## config.mk

```make
export PLATFORM = sky130hd
export DESIGN_NAME = oflow_bbox_writer
export DESIGN_NICKNAME = d
export VERILOG_FILES = /design/src/common/oflow_pkg.sv /design/src/hdl/oflow_bbox_writer.sv
export SDC_FILE = /design/constraint.sdc
export NUM_CORES = 1
export LEC_CHECK = 0
export BUFFER_PORTS_ARGS = -buffer_cell sky130_fd_sc_hd__clkbuf_2
export CORE_AREA = 2 2 83 85
export DETAILED_ROUTE_END_ITERATION = 8
export DIE_AREA = 0 0 85 87
export PLACE_DENSITY = 0.82
export SLEW_MARGIN = 40
export SYNTH_ARGS = -nofsm -noshare
export SYNTH_HDL_FRONTEND = slang
export SYNTH_SLANG_ARGS = --single-unit
```

## constraint.sdc

```tcl
create_clock -name clk -period 4.3 [get_ports clk]
set_input_delay 1.075 -clock clk [delete_from_list [all_inputs] [get_ports clk]]
set_output_delay 1.075 -clock clk [all_outputs]
set_load 0.01 [all_outputs]
```

## src/common/oflow_pkg.sv

```systemverilog
// shared widths and types for the history buffer
// sizes are fixed: 8 slots, 16 bboxes per frame, 32 bit words
package oflow_pkg;

	// --------------------------------------------------
	// sizes
	// --------------------------------------------------
	// one feature word
	localparam int DATA_WIDTH = 32;
	// bbox pairs per frame slot
	localparam int MAX_BBOX = 16;
	// frame slots in the ring, usable history is HIST_SLOTS-1
	localparam int HIST_SLOTS = 8;
	// credits held by the reader out of reset
	localparam int CREDIT_MAX = 4;

	// derived widths
	localparam int SLOT_W = $clog2(HIST_SLOTS);
	localparam int OFFSET_W = $clog2(MAX_BBOX);
	localparam int ADDR_W = SLOT_W + OFFSET_W;
	localparam int MEM_DEPTH = HIST_SLOTS * MAX_BBOX;

	// --------------------------------------------------
	// vector types
	// --------------------------------------------------
	typedef logic [DATA_WIDTH-1:0] data_t;
	// serial frame number 0-255, doubles as slot tag
	typedef logic [7:0] frame_num_t;
	// ring slot = frame number mod HIST_SLOTS
	typedef logic [SLOT_W-1:0] slot_t;
	// bbox index inside a slot
	typedef logic [OFFSET_W-1:0] offset_t;
	// memory address, slot in the upper bits
	typedef logic [ADDR_W-1:0] addr_t;
	// bboxes in a frame, 0-16
	typedef logic [OFFSET_W:0] bbox_cnt_t;
	// history depth or frame age 1-7
	typedef logic [2:0] hist_cnt_t;
	// credit counter 0-4
	typedef logic [2:0] credit_cnt_t;

	// --------------------------------------------------
	// reader fsm
	// --------------------------------------------------
	typedef enum logic [1:0] {
		RD_IDLE   = 2'd0,
		RD_SELECT = 2'd1,
		RD_ISSUE  = 2'd2,
		RD_DRAIN  = 2'd3
	} rd_state_t;

endpackage

```

## src/hdl/oflow_bbox_writer.sv

```systemverilog
// PE side is never stalled; pairs beyond MAX_BBOX in a frame are dropped
// frame_num must hold from the first in_valid through frame_end
`timescale 1ns/1ps

module oflow_bbox_writer (
	input  logic                   clk,
	input  logic                   rst_n,
	// pe side
	input  logic                   in_valid,
	input  oflow_pkg::data_t       data_in_0,
	input  oflow_pkg::data_t       data_in_1,
	input  logic                   frame_end,
	input  oflow_pkg::frame_num_t  frame_num,
	// memory write port
	output logic                   wr_en,
	output oflow_pkg::addr_t       wr_addr,
	output oflow_pkg::data_t       wr_data_0,
	output oflow_pkg::data_t       wr_data_1,
	// frame commit to the slot table
	output logic                   commit_valid,
	output oflow_pkg::slot_t       commit_slot,
	output oflow_pkg::frame_num_t  commit_tag,
	output oflow_pkg::bbox_cnt_t   commit_count,
	output logic                   bbox_overflow
);

	import oflow_pkg::*;

	// running bbox count of the open frame
	bbox_cnt_t bbox_cnt;
	logic      accept;
	logic      drop;

	// room left in the slot
	assign accept = in_valid && (bbox_cnt < bbox_cnt_t'(MAX_BBOX));
	// slot full, pair is lost
	assign drop = in_valid && !accept;

	// --------------------------------------------------
	// control
	// --------------------------------------------------
	always_ff @(posedge clk or negedge rst_n) begin
		if (!rst_n) begin
			bbox_cnt      <= '0;
			wr_en         <= 1'b0;
			commit_valid  <= 1'b0;
			bbox_overflow <= 1'b0;
		end else begin
			wr_en        <= accept;
			commit_valid <= frame_end;
			// frame_end closes the frame, a pair in the same cycle still counts
			if (frame_end)
				bbox_cnt <= '0;
			else if (accept)
				bbox_cnt <= bbox_cnt + 1'b1;
			// sticky until the commit of the frame is out
			bbox_overflow <= (bbox_overflow && !commit_valid) || drop;
		end
	end

	// --------------------------------------------------
	// payload
	// --------------------------------------------------
	always_ff @(posedge clk) begin
		if (accept) begin
			// offset is the pair's index in the frame
			wr_addr   <= {slot_t'(frame_num), offset_t'(bbox_cnt)};
			wr_data_0 <= data_in_0;
			wr_data_1 <= data_in_1;
		end
		if (frame_end) begin
			commit_slot  <= slot_t'(frame_num);
			commit_tag   <= frame_num;
			// include the pair accepted on the frame_end cycle
			commit_count <= accept ? bbox_cnt + 1'b1 : bbox_cnt;
		end
	end

endmodule

```

==> qor.yml <==
placedCellCount: 358
synth_area_leader_cell: "edfxtp_1"
io_buffers: 165
die_h_um: 87
cp_data_required_time_ns: 4.32
netlist_area_mm2: 0.00291
synth-simple-area-share_pct: 2.84
vias: 1698
clock_skew_ns: 0.00963
slowest_stage: "buf_4"
cts_setup_buffers: 0
cp.arrival_ns: 2.06
start_util_pct: 44.3
startpoint: "in_valid"
p_leak_nw: 1.82
die_width_um: 85
setup_violations: 0
drcViolationCount: 0
vias_per_cell: 4.52
finalWirelength_um: 5920
layout_common_cells: "clkbuf_2 (165), edfxtp_1 (84), clkbuf_8 (11), dfrtp_1 (8), nor2b_1 (4)"
fillerInstances: 522
path_max_fanout: 22
die_area_mm2: 0.00740
slew_headroom_pct: 70.2
grt_max_degree: 29
cts_root_buf: "clkbuf_8"
antenna_found_initial: 1
nNetsFinal: 367
crit_path_max_incr_delay_ns: 0.31
drtPass1Iterations: 4
synth.mux.area_fraction_pct: 0.902
track_usage_pct: 15.9
grt_pass1_wl_um: 8540
cp_top_family: "buffers and inverters"
ys_warn_count: 0
postCtsResizedCells: 0
dp_hpwl_um: 4460
critPathCaptureType: "flip-flop"
synth_top_family_by_area: "simple AND/OR/NAND/NOR gates"
grt_pass1_vias: 1752
avgRoutedWirePerCell_um: 15.7
fin_cells: 376
mostFrequentLayoutCell: "clkbuf_2"
synthTopCellsByArea: "edfxtp_1 (87%), dfrtp_1 (6.9%), nor2b_1 (0.86%), buf_4 (0.77%), nand4_4 (0.73%)"
period_share_pct: 47.4
postCtsHoldBufs: 0
final_hold_viol_count: 0
power_mw: 1.78
maxSlewViolCount: 0
syn_inst: 114
syn_to_final_growth_pct: 38.8
hp-class: "reg -> reg"
p_per_area_mw_per_mm2: 440
synth_compound_area_share_pct: 0.516
ys_seq_area_share_pct: 93.5
rows: 30
synth-seq-cells: 92
clock.fmax_ghz: 0.490
setup_tns_ns: 0
critical_path_class: "in -> reg"
vdd_drop_max_v: 0.000222
cap_violations: 0
path_cells: "clkbuf_2, nor2b_4, buf_8, buf_4"
r2r_start: "bbox_cnt[4]"
syn-num-nets: 191
status: "finished, final reports clean"
cts_buffer_depth: 2
synth_xor_area_share_pct: 0.902
drt_iter0_markers: 101
drive_above_1_share_pct: 62.7
cts.sinks: 92
grt-ovfl-total: 0
grt_setup_unrepaired: "false"
cp_num_buf_inv: 3
hp-start: "commit_valid"
gp_congestion: 0.790
synth_cell_type_count: 18
clk_pin_slew_ns: 0.08
clk_latency_ns: 0.34
cts_made_buffers: 9
synth_top_area_share_pct: 86.6
synth_fa_ha_area_share_pct: 0.430
core_area_mm2: 0.00657
htreeDepth: 3
ant_nets: 0
syn_avg_cell_area_um2: 25.5
worstMarginPinSlew_ns: 0.447
start_kind: "primary input"
period_needed_ns: 2.04
tritoncts: "yes"
io_pins: 166
-- Yosys cell counts --
library cell	instances
a41o_1	1
and2b_1	1
buf_4	3
dfrtp_1	8
edfxtp_1	84
ha_1	1
inv_1	1
mux2_2	1
mux2_4	1
nand2_1	1
nand3b_1	1
nand4_4	1
nor2_1	1
nor2b_1	4
nor2b_4	1
o21ai_0	1
xnor2_1	2
xor2_1	1
-- cell families (layout without fill, tap and decap cells) --
group           count (synthesis)  after routing
compound gates                  2              2
other cells                     0              1
mux                             2              2
flops                          92             92
fa+ha+maj                       1              1
xor+xnor                        3              3
simple gates                   10             10
buf+inv                         4            185
-- where the power goes --
group / internal [mW] / switching [mW] / leakage (nW)
sequential: 1.05 / 0.0221 / 0.932
combinational: 0.0710 / 0.0881 / 0.790
clock: 0.278 / 0.270 / 0.0989
total: 1.40 / 0.380 / 1.82
-- stage by stage --
step / hold WS, ns / utilization, % / area (µm²) / setup slack, ns
floorplan: 0.493 / - / 2910 / 1.34
global placement: 0.449 / 58.3 / 3830 / 1.63
detailed placement: 0.486 / 58.3 / 3830 / 1.56
CTS: 0.494 / 61.2 / 4020 / 1.94
global route: 0.521 / 61.5 / 4040 / 2.19
finish: 0.486 / 61.5 / 4040 / 2.26
-- cell type report --
class	instances	area, µm²	share of cell area [%]
Tap cell	80	100	2.48
Sequential cell	92	2720	67.4
Clock buffer	15	188	4.65
Antenna cell	1	2.50	0.0619
Multi-Input combinational cell	18	163	4.03
Inverter	1	3.75	0.0929
Timing Repair Buffer	168	856	21.2
Clock inverter	1	5.00	0.124
-- flip-flops by register name, indices dropped and copies added (netlist names) --
signal	flops
wr_data_0	32
wr_data_1	32
wr_addr	7
commit_tag	6
bbox_cnt	5
commit_count	5
commit_slot	2
bbox_overflow	1
commit_valid	1
wr_en	1
-- metal layers --
metal  share of wire, %  GRT usage (%)  wire length (µm)
met4                1.4           7.94                81
met2                 54           26.9              3200
met3                 10           7.96               611
met5                  0              0                 0
met1                 34           16.4              2020
-- worst paths after layout --
| path | endpoint | slack [ns] | cells past startpoint |
|---|---|---|---|
| max | wr_data_1[8] | 2.26 | 4 |
| min | bbox_overflow | 0.49 | 1 |
| max reg2reg | wr_data_1[8] | 2.71 | 3 |
| min reg2reg | bbox_overflow | 0.49 | 1 |
| max in group asynchronous | bbox_cnt[1] | 3.54 | 1 |
| min in group asynchronous | bbox_overflow | 0.58 | 1 |
No activity file was read; power rests on OpenSTA's default activity.
